==> config.mk <==
export PLATFORM = sky130hd
export DESIGN_NAME = hazardCtrlTop
export DESIGN_NICKNAME = d
export VERILOG_FILES = /design/src/verilog/cpuRegPkg.sv /design/src/verilog/pipeCtrlPkg.sv /design/src/verilog/dataHazardUnit.sv /design/src/verilog/hazardCtrlTop.sv /design/src/verilog/pipelineControl.sv /design/src/verilog/stallTracker.sv
export VERILOG_INCLUDE_DIRS = /design/src /design/src/verilog
export SDC_FILE = /design/constraint.sdc
export NUM_CORES = 1
export LEC_CHECK = 0
export BUFFER_PORTS_ARGS = -buffer_cell sky130_fd_sc_hd__buf_2
export CORE_MARGIN = 2
export CORE_UTILIZATION = 43
export DETAILED_ROUTE_END_ITERATION = 8
export GPL_ROUTABILITY_DRIVEN = 0
export PLACE_DENSITY_LB_ADDON = 0.12
export SYNTH_ARGS = -nofsm -noshare
export SYNTH_HDL_FRONTEND = slang
export SYNTH_SLANG_ARGS = --single-unit
==> constraint.sdc <==
create_clock -name clk -period 3.5 [get_ports clk]
set_input_delay 0.525 -clock clk [delete_from_list [all_inputs] [get_ports clk]]
set_output_delay 0.525 -clock clk [all_outputs]
set_load 0.05 [all_outputs]
==> src/verilog/pipeCtrl_consts.svh <==
/*
 * Pipeline control constants
 * Register file geometry and multiply/divide latency
 */

`ifndef PIPECTRL_CONSTS_SVH
`define PIPECTRL_CONSTS_SVH

// General purpose registers in the architectural file
`define NUM_GPR 32

// Hardwired zero register, never a hazard source
`define REG_ZERO 0

// Busy cycles of the mul/div unit after one start
`define MULDIV_CYCLES 4

`endif

==> src/verilog/cpuRegPkg.sv <==
/*
 * CPU register package
 * Architectural register index type and zero register test
 */

`include "pipeCtrl_consts.svh"

package cpuRegPkg;

    // Index width follows the register file size
    localparam int GPR_IDX_W = $clog2(`NUM_GPR);

    // One general purpose register index
    typedef logic [GPR_IDX_W-1:0] regIdxT;

    // True for the hardwired zero register
    function automatic logic regIsZero(input regIdxT idx);
        return idx == regIdxT'(`REG_ZERO);
    endfunction

endpackage

==> src/verilog/pipeCtrlPkg.sv <==
/*
 * Pipeline hazard package
 * Names the stage that holds a conflicting load
 */

package pipeCtrlPkg;

    // Stage holding the load that ID depends on
    typedef enum logic [1:0] {
        none = 2'd0,    // no load-use conflict
        ex   = 2'd1,    // load still in EXE
        mem1 = 2'd2,    // load in first memory stage
        mem2 = 2'd3     // load in second memory stage
    } hazardSrcT;

    // Any load-use conflict at all
    function automatic logic isHazard(input hazardSrcT src);
        return src != none;
    endfunction

endpackage

==> src/verilog/dataHazardUnit.sv <==
/*
 * Data hazard unit
 * Finds load-use conflicts between the ID sources and the loads in
 * EXE, MEM and MEM2, reporting the most urgent stage
 */

module dataHazardUnit (
    input  cpuRegPkg::regIdxT     idRs,
    input  cpuRegPkg::regIdxT     idRt,
    input  logic                  idUsesRs,
    input  logic                  idUsesRt,
    input  cpuRegPkg::regIdxT     exDest,
    input  cpuRegPkg::regIdxT     mem1Dest,
    input  cpuRegPkg::regIdxT     mem2Dest,
    input  logic                  exIsLoad,
    input  logic                  mem1IsLoad,
    input  logic                  mem2IsLoad,
    output pipeCtrlPkg::hazardSrcT hazardSrc
);

    import cpuRegPkg::*;
    import pipeCtrlPkg::*;

    // One ID source against one destination
    // Unused sources and r0 never conflict
    function automatic logic srcHits(input regIdxT src, input logic used,
                                     input regIdxT dest);
        return used && !regIsZero(src) && (src == dest);
    endfunction

    logic exHit;
    logic mem1Hit;
    logic mem2Hit;

    // A stage only matters while it carries a load
    assign exHit   = exIsLoad &&
                     (srcHits(idRs, idUsesRs, exDest) || srcHits(idRt, idUsesRt, exDest));
    assign mem1Hit = mem1IsLoad &&
                     (srcHits(idRs, idUsesRs, mem1Dest) || srcHits(idRt, idUsesRt, mem1Dest));
    assign mem2Hit = mem2IsLoad &&
                     (srcHits(idRs, idUsesRs, mem2Dest) || srcHits(idRt, idUsesRt, mem2Dest));

    always_comb begin
        // Oldest load wins as it must drain first
        if (mem2Hit) begin
            hazardSrc = mem2;
        end else if (mem1Hit) begin
            hazardSrc = mem1;
        end else if (exHit) begin
            hazardSrc = ex;
        end else begin
            hazardSrc = none;
        end
    end

endmodule

==> src/verilog/hazardCtrlTop.sv <==
/*
 * Hazard control top
 * Hazard detection and stall tracking side by side, merged by
 * the pipeline control priority logic
 */

module hazardCtrlTop (
    input  logic              clk,
    input  logic              reset,
    input  logic              iTlbStall,
    input  logic              dTlbStall,
    input  logic              icacheBusy,
    input  logic              dcacheBusy,
    input  logic              mulDivStart,
    input  logic              flushException,
    input  logic              branchFailed,
    input  logic              idIsImmeJump,
    input  cpuRegPkg::regIdxT idRs,
    input  cpuRegPkg::regIdxT idRt,
    input  logic              idUsesRs,
    input  logic              idUsesRt,
    input  cpuRegPkg::regIdxT exDest,
    input  cpuRegPkg::regIdxT mem1Dest,
    input  cpuRegPkg::regIdxT mem2Dest,
    input  logic              exIsLoad,
    input  logic              mem1IsLoad,
    input  logic              mem2IsLoad,
    output logic              preifWr,
    output logic              ifWr,
    output logic              idWr,
    output logic              exeWr,
    output logic              memWr,
    output logic              mem2Wr,
    output logic              wbWr,
    output logic              ifFlush,
    output logic              idFlush,
    output logic              exeFlush,
    output logic              memFlush,
    output logic              mem2Flush,
    output logic              wbFlush,
    output logic              idDisWr,
    output logic              exeDisWr,
    output logic              memDisWr,
    output logic              wbDisWr,
    output logic              iReqValid,
    output logic              dReqValid,
    output logic              iCacheStall,
    output logic              dCacheStall
);

    import pipeCtrlPkg::*;

    hazardSrcT hazardSrc;
    logic      dMemStall;
    logic      iMemStall;
    logic      mulDivBusy;

    // Load-use detection, combinational
    dataHazardUnit uHazard (
        .idRs       (idRs),
        .idRt       (idRt),
        .idUsesRs   (idUsesRs),
        .idUsesRt   (idUsesRt),
        .exDest     (exDest),
        .mem1Dest   (mem1Dest),
        .mem2Dest   (mem2Dest),
        .exIsLoad   (exIsLoad),
        .mem1IsLoad (mem1IsLoad),
        .mem2IsLoad (mem2IsLoad),
        .hazardSrc  (hazardSrc)
    );

    // Memory busy merge and mul/div window
    stallTracker uStall (
        .clk         (clk),
        .reset       (reset),
        .iTlbStall   (iTlbStall),
        .dTlbStall   (dTlbStall),
        .icacheBusy  (icacheBusy),
        .dcacheBusy  (dcacheBusy),
        .mulDivStart (mulDivStart),
        .dMemStall   (dMemStall),
        .iMemStall   (iMemStall),
        .mulDivBusy  (mulDivBusy)
    );

    // Priority row selection
    pipelineControl uCtrl (
        .flushException (flushException),
        .branchFailed   (branchFailed),
        .idIsImmeJump   (idIsImmeJump),
        .hazardSrc      (hazardSrc),
        .dMemStall      (dMemStall),
        .iMemStall      (iMemStall),
        .mulDivBusy     (mulDivBusy),
        .preifWr        (preifWr),
        .ifWr           (ifWr),
        .idWr           (idWr),
        .exeWr          (exeWr),
        .memWr          (memWr),
        .mem2Wr         (mem2Wr),
        .wbWr           (wbWr),
        .ifFlush        (ifFlush),
        .idFlush        (idFlush),
        .exeFlush       (exeFlush),
        .memFlush       (memFlush),
        .mem2Flush      (mem2Flush),
        .wbFlush        (wbFlush),
        .idDisWr        (idDisWr),
        .exeDisWr       (exeDisWr),
        .memDisWr       (memDisWr),
        .wbDisWr        (wbDisWr),
        .iReqValid      (iReqValid),
        .dReqValid      (dReqValid),
        .iCacheStall    (iCacheStall),
        .dCacheStall    (dCacheStall)
    );

endmodule

==> src/verilog/pipelineControl.sv <==
/*
 * Pipeline control
 * Picks one control row by fixed priority and drives stage write
 * enables, flushes, write disables and cache request controls
 */

module pipelineControl (
    input  logic                   flushException,
    input  logic                   branchFailed,
    input  logic                   idIsImmeJump,
    input  pipeCtrlPkg::hazardSrcT hazardSrc,
    input  logic                   dMemStall,
    input  logic                   iMemStall,
    input  logic                   mulDivBusy,
    output logic                   preifWr,
    output logic                   ifWr,
    output logic                   idWr,
    output logic                   exeWr,
    output logic                   memWr,
    output logic                   mem2Wr,
    output logic                   wbWr,
    output logic                   ifFlush,
    output logic                   idFlush,
    output logic                   exeFlush,
    output logic                   memFlush,
    output logic                   mem2Flush,
    output logic                   wbFlush,
    output logic                   idDisWr,
    output logic                   exeDisWr,
    output logic                   memDisWr,
    output logic                   wbDisWr,
    output logic                   iReqValid,
    output logic                   dReqValid,
    output logic                   iCacheStall,
    output logic                   dCacheStall
);

    import pipeCtrlPkg::*;

    always_comb begin
        // Normal row where everything advances
        preifWr     = 1'b1;
        ifWr        = 1'b1;
        idWr        = 1'b1;
        exeWr       = 1'b1;
        memWr       = 1'b1;
        mem2Wr      = 1'b1;
        wbWr        = 1'b1;
        ifFlush     = 1'b0;
        idFlush     = 1'b0;
        exeFlush    = 1'b0;
        memFlush    = 1'b0;
        mem2Flush   = 1'b0;
        wbFlush     = 1'b0;
        idDisWr     = 1'b0;
        memDisWr    = 1'b0;
        wbDisWr     = 1'b0;
        iCacheStall = 1'b0;
        dCacheStall = 1'b0;

        // D side, I side and mul/div share the same freeze row
        if (dMemStall || iMemStall || mulDivBusy) begin
            {preifWr, ifWr, idWr, exeWr, memWr, mem2Wr, wbWr} = '0;
            memDisWr    = 1'b1;
            wbDisWr     = 1'b1;
            iCacheStall = 1'b1;
            dCacheStall = 1'b1;
        end else if (flushException) begin
            // Redirect to handler and drop IF through MEM
            {ifWr, idWr, exeWr, memWr}             = '0;
            {ifFlush, idFlush, exeFlush, memFlush} = '1;
            memDisWr = 1'b1;
        end else if (hazardSrc == mem2) begin
            // Only MEM2 and WB move with a bubble into MEM2
            {preifWr, ifWr, idWr, exeWr, memWr} = '0;
            mem2Flush   = 1'b1;
            memDisWr    = 1'b1;
            iCacheStall = 1'b1;
        end else if (hazardSrc == mem1) begin
            // Bubble into MEM
            {preifWr, ifWr, idWr, exeWr} = '0;
            memFlush    = 1'b1;
            iCacheStall = 1'b1;
        end else if (hazardSrc == ex) begin
            // Bubble into EXE while ID holds
            {preifWr, ifWr, idWr} = '0;
            exeFlush    = 1'b1;
            idDisWr     = 1'b1;
            iCacheStall = 1'b1;
        end else if (branchFailed) begin
            // Wrong path in IF and ID
            ifWr    = 1'b0;
            idWr    = 1'b0;
            ifFlush = 1'b1;
            idFlush = 1'b1;
        end else if (idIsImmeJump) begin
            // One slot in IF to discard
            ifWr    = 1'b0;
            ifFlush = 1'b1;
        end
    end

    // HILO write guard independent of the row
    assign exeDisWr = flushException || (hazardSrc == mem1) || mulDivBusy;

    // No new fetch while the front end is redirected or held
    assign iReqValid = !(flushException || isHazard(hazardSrc) ||
                         branchFailed || idIsImmeJump);

    // Data requests are only dropped on an exception
    assign dReqValid = !flushException;

endmodule

==> src/verilog/stallTracker.sv <==
/*
 * Stall tracker
 * Merges cache and TLB busy sources per side and counts down
 * the multiply/divide busy window
 */

`include "pipeCtrl_consts.svh"

module stallTracker (
    input  logic clk,
    input  logic reset,
    input  logic iTlbStall,
    input  logic dTlbStall,
    input  logic icacheBusy,
    input  logic dcacheBusy,
    input  logic mulDivStart,
    output logic dMemStall,
    output logic iMemStall,
    output logic mulDivBusy
);

    // Wide enough to hold the full busy count
    localparam int CNT_W = $clog2(`MULDIV_CYCLES + 1);

    logic [CNT_W-1:0] mulDivCnt;

    // Either a TLB miss or a cache miss holds its side
    assign dMemStall = dTlbStall || dcacheBusy;
    assign iMemStall = iTlbStall || icacheBusy;

    // Busy while cycles remain
    assign mulDivBusy = (mulDivCnt != '0);

    always_ff @(posedge clk) begin
        if (reset) begin
            mulDivCnt <= '0;
        end else if (mulDivStart && !mulDivBusy) begin
            // Load the full window on a fresh start
            mulDivCnt <= CNT_W'(`MULDIV_CYCLES);
        end else if (mulDivBusy) begin
            mulDivCnt <= mulDivCnt - 1'b1;
        end
    end

    // Issue logic must hold a second start until the unit is free
    assert property (@(posedge clk) disable iff (reset)
        mulDivStart |-> !mulDivBusy)
        else $error("mul/div start while unit busy");

endmodule
After elaboration in Yosys (flattened, before gate mapping)

Index checks and enable logic that the tools add are counted.

Memory bits (writable): 0
Flip-flop bits (word level): 3
Logic and storage cells: 112
Output and inout bits: 21
Latch bits: 0
Memories kept: 0
ROM bits: 0

$lt $le $gt $ge: 0
Multipliers: 0
Mux-type cells: 65
Reduce and logical (&&, ||, !) cells: 35
Equal/unequal tests: 9
Shift-type cells: 0
Bitwise gates (word level): 0
Add/sub/neg operators: 1
Div/mod/pow operators: 0

Operators with widths:

| cell                  | count |
|---|---|
| $mux W1               | 61 |
| $eq A5 B5 Y1          | 6 |
| $logic_and A1 B1 Y1   | 12 |
| $logic_or A1 B1 Y1    | 12 |
| $logic_not A5 Y1      | 2 |
| $mux W3               | 2 |
| $logic_not A1 Y1      | 5 |
| $eq A2 B2 Y1 const B  | 2 |
| $mux W2               | 2 |
| $reduce_bool A2 Y1    | 2 |
| $reduce_bool A3 Y1    | 1 |
| $sub A3 B1 Y3 const B | 1 |
| $eq A2 B1 Y1 const B  | 1 |
| $reduce_or A2 Y1      | 1 |

Logic depth before layout (Yosys ltp)

Depth after elaboration: 15
Mapped depth: 8
Gate-level depth less buffers: 7

Cells and area by module

A second synthesis with hierarchy kept.

Cells, all modules: 106
Area, all modules: 798.3 um^2

Modules (own cells, without submodules):

| module          | area an instance (um^2) | times used | cells an instance |
|---|---|---|---|
| dataHazardUnit  | 410.4                   | 1          | 54 |
| pipelineControl | 207.7                   | 1          | 33 |
| stallTracker    | 180.2                   | 1          | 19 |

Worst setup path before layout

No wires, ideal clock.

Path type: in2out
From: input port idRs[0]
To: output port idWr
Slack: -0.219 ns
Arrival: 3.194 ns
Required time: 2.975 ns
Stages: 7
Cells stage by stage: or4_1 o21a_1 nand4_2 o21ai_2 nand2b_4 buf_6 nor4_1

Cells in the longest elaborated chain, start to end: 15
Elaborated cells on any way between the ends: 26
Classes of those cells: eq/ne: 6; mux: 8; reduce/logical: 12

Ends and longest elaborated chain:

| element                           | RTL line              | text |
|---|---|---|
| start, declared                   | hazardCtrlTop.sv:18   | `input cpuRegPkg::regIdxT idRs,` |
| $logic_not A5 Y1                  | cpuRegPkg.sv:18       | `` return idx == regIdxT'(`REG_ZERO); `` |
| $logic_not A1 Y1                  | dataHazardUnit.sv:28  | `return used && !regIsZero(src) && (src == dest);` |
| $logic_and A1 B1 Y1 (2 in series) | dataHazardUnit.sv:28  |  |
| $logic_or A1 B1 Y1                | dataHazardUnit.sv:37  | `(srcHits(idRs, idUsesRs, exDest) \|\| srcHits(idRt, idUsesRt, exDest));` |
| $logic_and A1 B1 Y1               | dataHazardUnit.sv:36  | `assign exHit = exIsLoad &&` |
| $mux W1                           | dataHazardUnit.sv:49  | `end else if (exHit) begin` |
| $mux W2                           | dataHazardUnit.sv:47  | `end else if (mem1Hit) begin` |
| $mux W2 (*)                       | dataHazardUnit.sv:45  | `if (mem2Hit) begin` |
| $eq A2 B1 Y1                      | pipelineControl.sv:84 | `end else if (hazardSrc == ex) begin` |
| $mux W1                           | pipelineControl.sv:84 |  |
| $mux W1                           | pipelineControl.sv:79 | `end else if (hazardSrc == mem1) begin` |
| $mux W1 (*)                       | pipelineControl.sv:73 | `end else if (hazardSrc == mem2) begin` |
| $mux W1 (*)                       | pipelineControl.sv:68 | `end else if (flushException) begin` |
| $mux W1 (*)                       | pipelineControl.sv:62 | `if (dMemStall \|\| iMemStall \|\| mulDivBusy) begin` |
| end, declared                     | hazardCtrlTop.sv:30   | `output logic idWr,` |

Mark *: on every way between the ends. The rest lies on a longest branch, timed or not.

Final worst setup path

From: input port idRs[0]
To: output port ifFlush

Cells in the longest elaborated chain, start to end: 15
Elaborated cells on any way between the ends: 26
Classes of those cells: eq/ne: 6; mux: 8; reduce/logical: 12

Ends and longest elaborated chain:

| element                           | RTL line              | text |
|---|---|---|
| $logic_not A5 Y1                  | cpuRegPkg.sv:18       |  |
| $logic_not A1 Y1                  | dataHazardUnit.sv:28  |  |
| $logic_and A1 B1 Y1 (2 in series) | dataHazardUnit.sv:28  |  |
| $logic_or A1 B1 Y1                | dataHazardUnit.sv:37  |  |
| $logic_and A1 B1 Y1               | dataHazardUnit.sv:36  |  |
| $mux W1                           | dataHazardUnit.sv:49  |  |
| $mux W2                           | dataHazardUnit.sv:47  |  |
| $mux W2 (*)                       | dataHazardUnit.sv:45  |  |
| $eq A2 B1 Y1                      | pipelineControl.sv:84 |  |
| $mux W1                           | pipelineControl.sv:84 |  |
| $mux W1                           | pipelineControl.sv:79 |  |
| $mux W1 (*)                       | pipelineControl.sv:73 |  |
| $mux W1 (*)                       | pipelineControl.sv:68 |  |
| $mux W1 (*)                       | pipelineControl.sv:62 |  |
| end, declared                     | hazardCtrlTop.sv:35   | `output logic ifFlush,` |

Marks and branches as above.

==> results by group <==
Die
  • Initial core utilization: 0.4594
  • Area of the core: 0.001727 mm²
  • Boundary Pins: 61
  • Die H: 46.95 µm
  • Die Width: 46.95 µm
  • FP Rows: 15
  • Die area: 0.002204 mm²

Place
  • Hpwl dp: 1774 µm
  • Port Buffers: 59

Clock tree
  • Setup Buffers After CTS: 0
  • H-tree depth: 1
  • Clk Latency, worst-skew pair: 0.24 ns
  • Post-cts gate resize count: 0
  • Total CTS buffers: 3
  • Reg clk slew, reported paths: 0.05 ns
  • Hold bufs inserted after CTS: 0
  • Root Buffer: clkbuf_4
  • CTS tree: done
  • CTS Buffer Depth: 2
  • CTS Sinks: 3

Setup path
  • Worst Setup End Kind: output pin
  • Crit. path cell count: 7
  • CP Capture Point: ifFlush
  • Req. time, crit path: 2.97 ns
  • CP Cell Sequence: buf_2 > or4_1 > o21a_1 > nand4_1 > o21ai_1 > o41ai_4 > buf_2
  • Slowest CP cell: or4_1
  • Critical path's top delay family: compound AO/OA/AOI/OAI gates
  • CP Buf/Inv Count: 2
  • RR Startpoint: uStall.mulDivCnt[0]
  • Worst reg2reg endpoint: uStall.mulDivCnt[1]
  • WS Path Type: in -> out
  • CP max stage delay: 0.51 ns
  • CP Max Fanout: 9
  • Startpoint types: primary input
  • Critical path startpoint: idRs[0]
  • CP arrival: 2.45 ns
  • R2R Setup Slk: 2.20 ns
  • Crit path top cell by count: buf_2
  • Worst r2r path cells: 6

Power and ir drop
  • Sequential Power Share: 0.164
  • Worst vdd ir: 0.1896 mV
  • Leakage: 0.5662 nW
  • PD cells: 303.2 mW/mm²
  • Switching share of power: 0.4930
  • Pint: 0.1723 mW
  • Clk pwr share: 0.192
  • Total design power: 0.3399 mW
  • Comb power frac: 0.644
  • Switch Pwr: 0.1676 mW

Global routing
  • Pin count of the biggest net entering global routing: 13
  • Initial antenna violation count: 0
  • Grt total ovfl: 0
  • Vias in the first global route: 749
  • GRT Overall Usage: 0.1769
  • Global-route wire length before repair: 2835 µm

Synth
  • FFs w/ async S/R, synth: 0
  • Seq/Total Area, Yosys: 0.07571
  • Syn_area_per_cell: 7.777 µm²
  • Synth top cells by count: xor2_1 (24), nor4_1 (9), nor2_1 (8)
  • Yosys cell types: 36
  • Post-Syn Area: 793.3 µm²
  • Post-synthesis net count: 144
  • Synth top area share: 0.2650
  • Synth warn: 0
  • Post-synthesis cell count: 102
  • Area leader, netlist: xor2_1
  • Post-synth EDFFs: 0
  • Synth Flop Type: dfxtp_1
  • Most common cell in the netlist: xor2_1
  • Dominant cells by area after synthesis: xor2_1 (26%), dfxtp_1 (7.6%), nor4_1 (7.1%)
  • FF+latch count, synth: 3

STA
  • WHS: 0.4761 ns
  • Final setup vio count: 0
  • Slew HR: 0.4711
  • Slew Viols, Final: 0
  • Final Hold Fails: 0
  • Worst Skew: 0.01110 ns
  • Post-layout min period: 2.974 ns
  • Slew of the pin with the lowest slew margin: 0.7880 ns
  • Setup TNS: 0 ns
  • Tcrit/Tclk final: 0.8497
  • Max frequency: 336.3 MHz
  • Unrepaired setup endpoints after global routing: no

Outcome
  • Status: finished, final reports clean

Final layout
  • # nets final: 203
  • Top flop regs: uStall.mulDivCnt x3
  • Largest Register: uStall.mulDivCnt
  • ANT cells: 0
  • Share of layout cells above drive strength 1: 0.4500
  • Fill count: 179
  • Max reg flops: 3
  • Area of the multi-input gates: 685.7 µm²
  • Layout area overhead: 41.33%
  • Register area: 60.06 µm²

Detailed routing
  • Drc violations: 0
  • Routed Antenna Nets: 0
  • Initial DRT Pass Iterations: 4
  • Routed len/inst: 11.08 µm
  • Vias per cell: 4.935
  • Drt total wl: 2050 µm
  • DR vias: 913
  • Drt first-iter violations: 8

Flow run
  • Max cap viols: 0

Hold path
  • Hold Crit Class: in -> reg
==> power by group through the flow <==
stage                     logic (mW)  registers, mW  clock network [mW]
after floorplan                0.160         0.0545                   0
after global placement         0.215         0.0555                   0
after detailed placement       0.219         0.0564                   0
after CTS                      0.220         0.0557              0.0659
after global routing           0.239         0.0566              0.0698
final                          0.219         0.0559              0.0653
==> cell usage in the layout, fill, tap and decap left out, drive strengths merged <==
| cell | count |
|---|---|
| clkbuf | 4 |
| nor2b | 2 |
| nor4b | 1 |
| nand2b | 1 |
| o21ai | 4 |
| xor2 | 24 |
| nor4 | 9 |
| or2 | 1 |
| o31a | 1 |
| and2 | 1 |
| o31ai | 2 |
| nor2 | 8 |
| and3b | 1 |
| o21a | 1 |
| or4 | 2 |
| buf | 59 |
| xnor2 | 6 |
| a31oi | 1 |
| nor3 | 2 |
| and3 | 1 |
| nand2 | 6 |
| ha | 2 |
| a21oi | 2 |
| dfxtp | 3 |
| inv | 6 |
| conb | 1 |
| a211oi | 2 |
| nand4 | 2 |
| nand3 | 3 |
| o41ai | 1 |
| o2bb2a | 1 |
==> worst register-to-register path, cell delays in order (launching register included) <==
cell	delay (ns)
dfxtp_1	0.31
inv_1	0.08
ha_1	0.18
nor2b_1	0.33
nor2_1	0.08
a31oi_1	0.15
nor2_1	0.05
==> cell families (layout without fill, tap and decap cells) <==
kind of cell	count (synthesis)	after routing	share of synthesized area
buffers and inverters	11	69	0.07570
and+or+nand+nor	40	40	0.2981
xor gates and xnor gates	30	30	0.3312
other	1	1	0.004727
adders and majority gates	2	2	0.03154
DFF	3	3	0.07571
AOI/OAI and AO/OA	15	15	0.1830
==> layout make-up <==
cell class / instances / share of cell area
clock buffers: 4 / 0.02344
inverters: 6 / 0.02009
multi-input cells: 88 / 0.6116
flip-flops and latches: 3 / 0.05357
well taps: 25 / 0.02790
repair buffers: 59 / 0.2634
==> through the flow <==
step	cell area, µm²	util	std cells	setup WS [ns]
2_1_floorplan	805.8	-	102	0.09093
3_3_place_gp	1095	0.6341	181	0.5526
3_5_place_dp	1095	0.6341	181	0.5113
4_1_cts	1121	0.6493	185	0.5105
5_1_grt	1121	0.6493	185	0.3970
6_report	1121	0.6493	185	0.5260
==> worst min-delay path by stage <==
| stage | from | end | cells after the start |
|---|---|---|---|
| 2_1_floorplan | uStall.mulDivCnt[2] | uStall.mulDivCnt[2] | 1 |
| 3_3_place_gp | uStall.mulDivCnt[2] | uStall.mulDivCnt[2] | 1 |
| 3_5_place_dp | uStall.mulDivCnt[2] | uStall.mulDivCnt[2] | 1 |
| 4_1_cts | uStall.mulDivCnt[2] | uStall.mulDivCnt[2] | 1 |
| 5_1_grt | reset | uStall.mulDivCnt[2] | 2 |
| 6_report | reset | uStall.mulDivCnt[0] | 2 |
==> per-layer routing <==
layer	track usage	up-vias	wire length [µm]
li1	-	470	-
met1	0.1918	390	856
met2	0.3397	49	985
met3	0.03846	4	190
met4	0.05000	0	17
met5	0	-	0
Note: power is estimated with default switching activity, not from simulation.
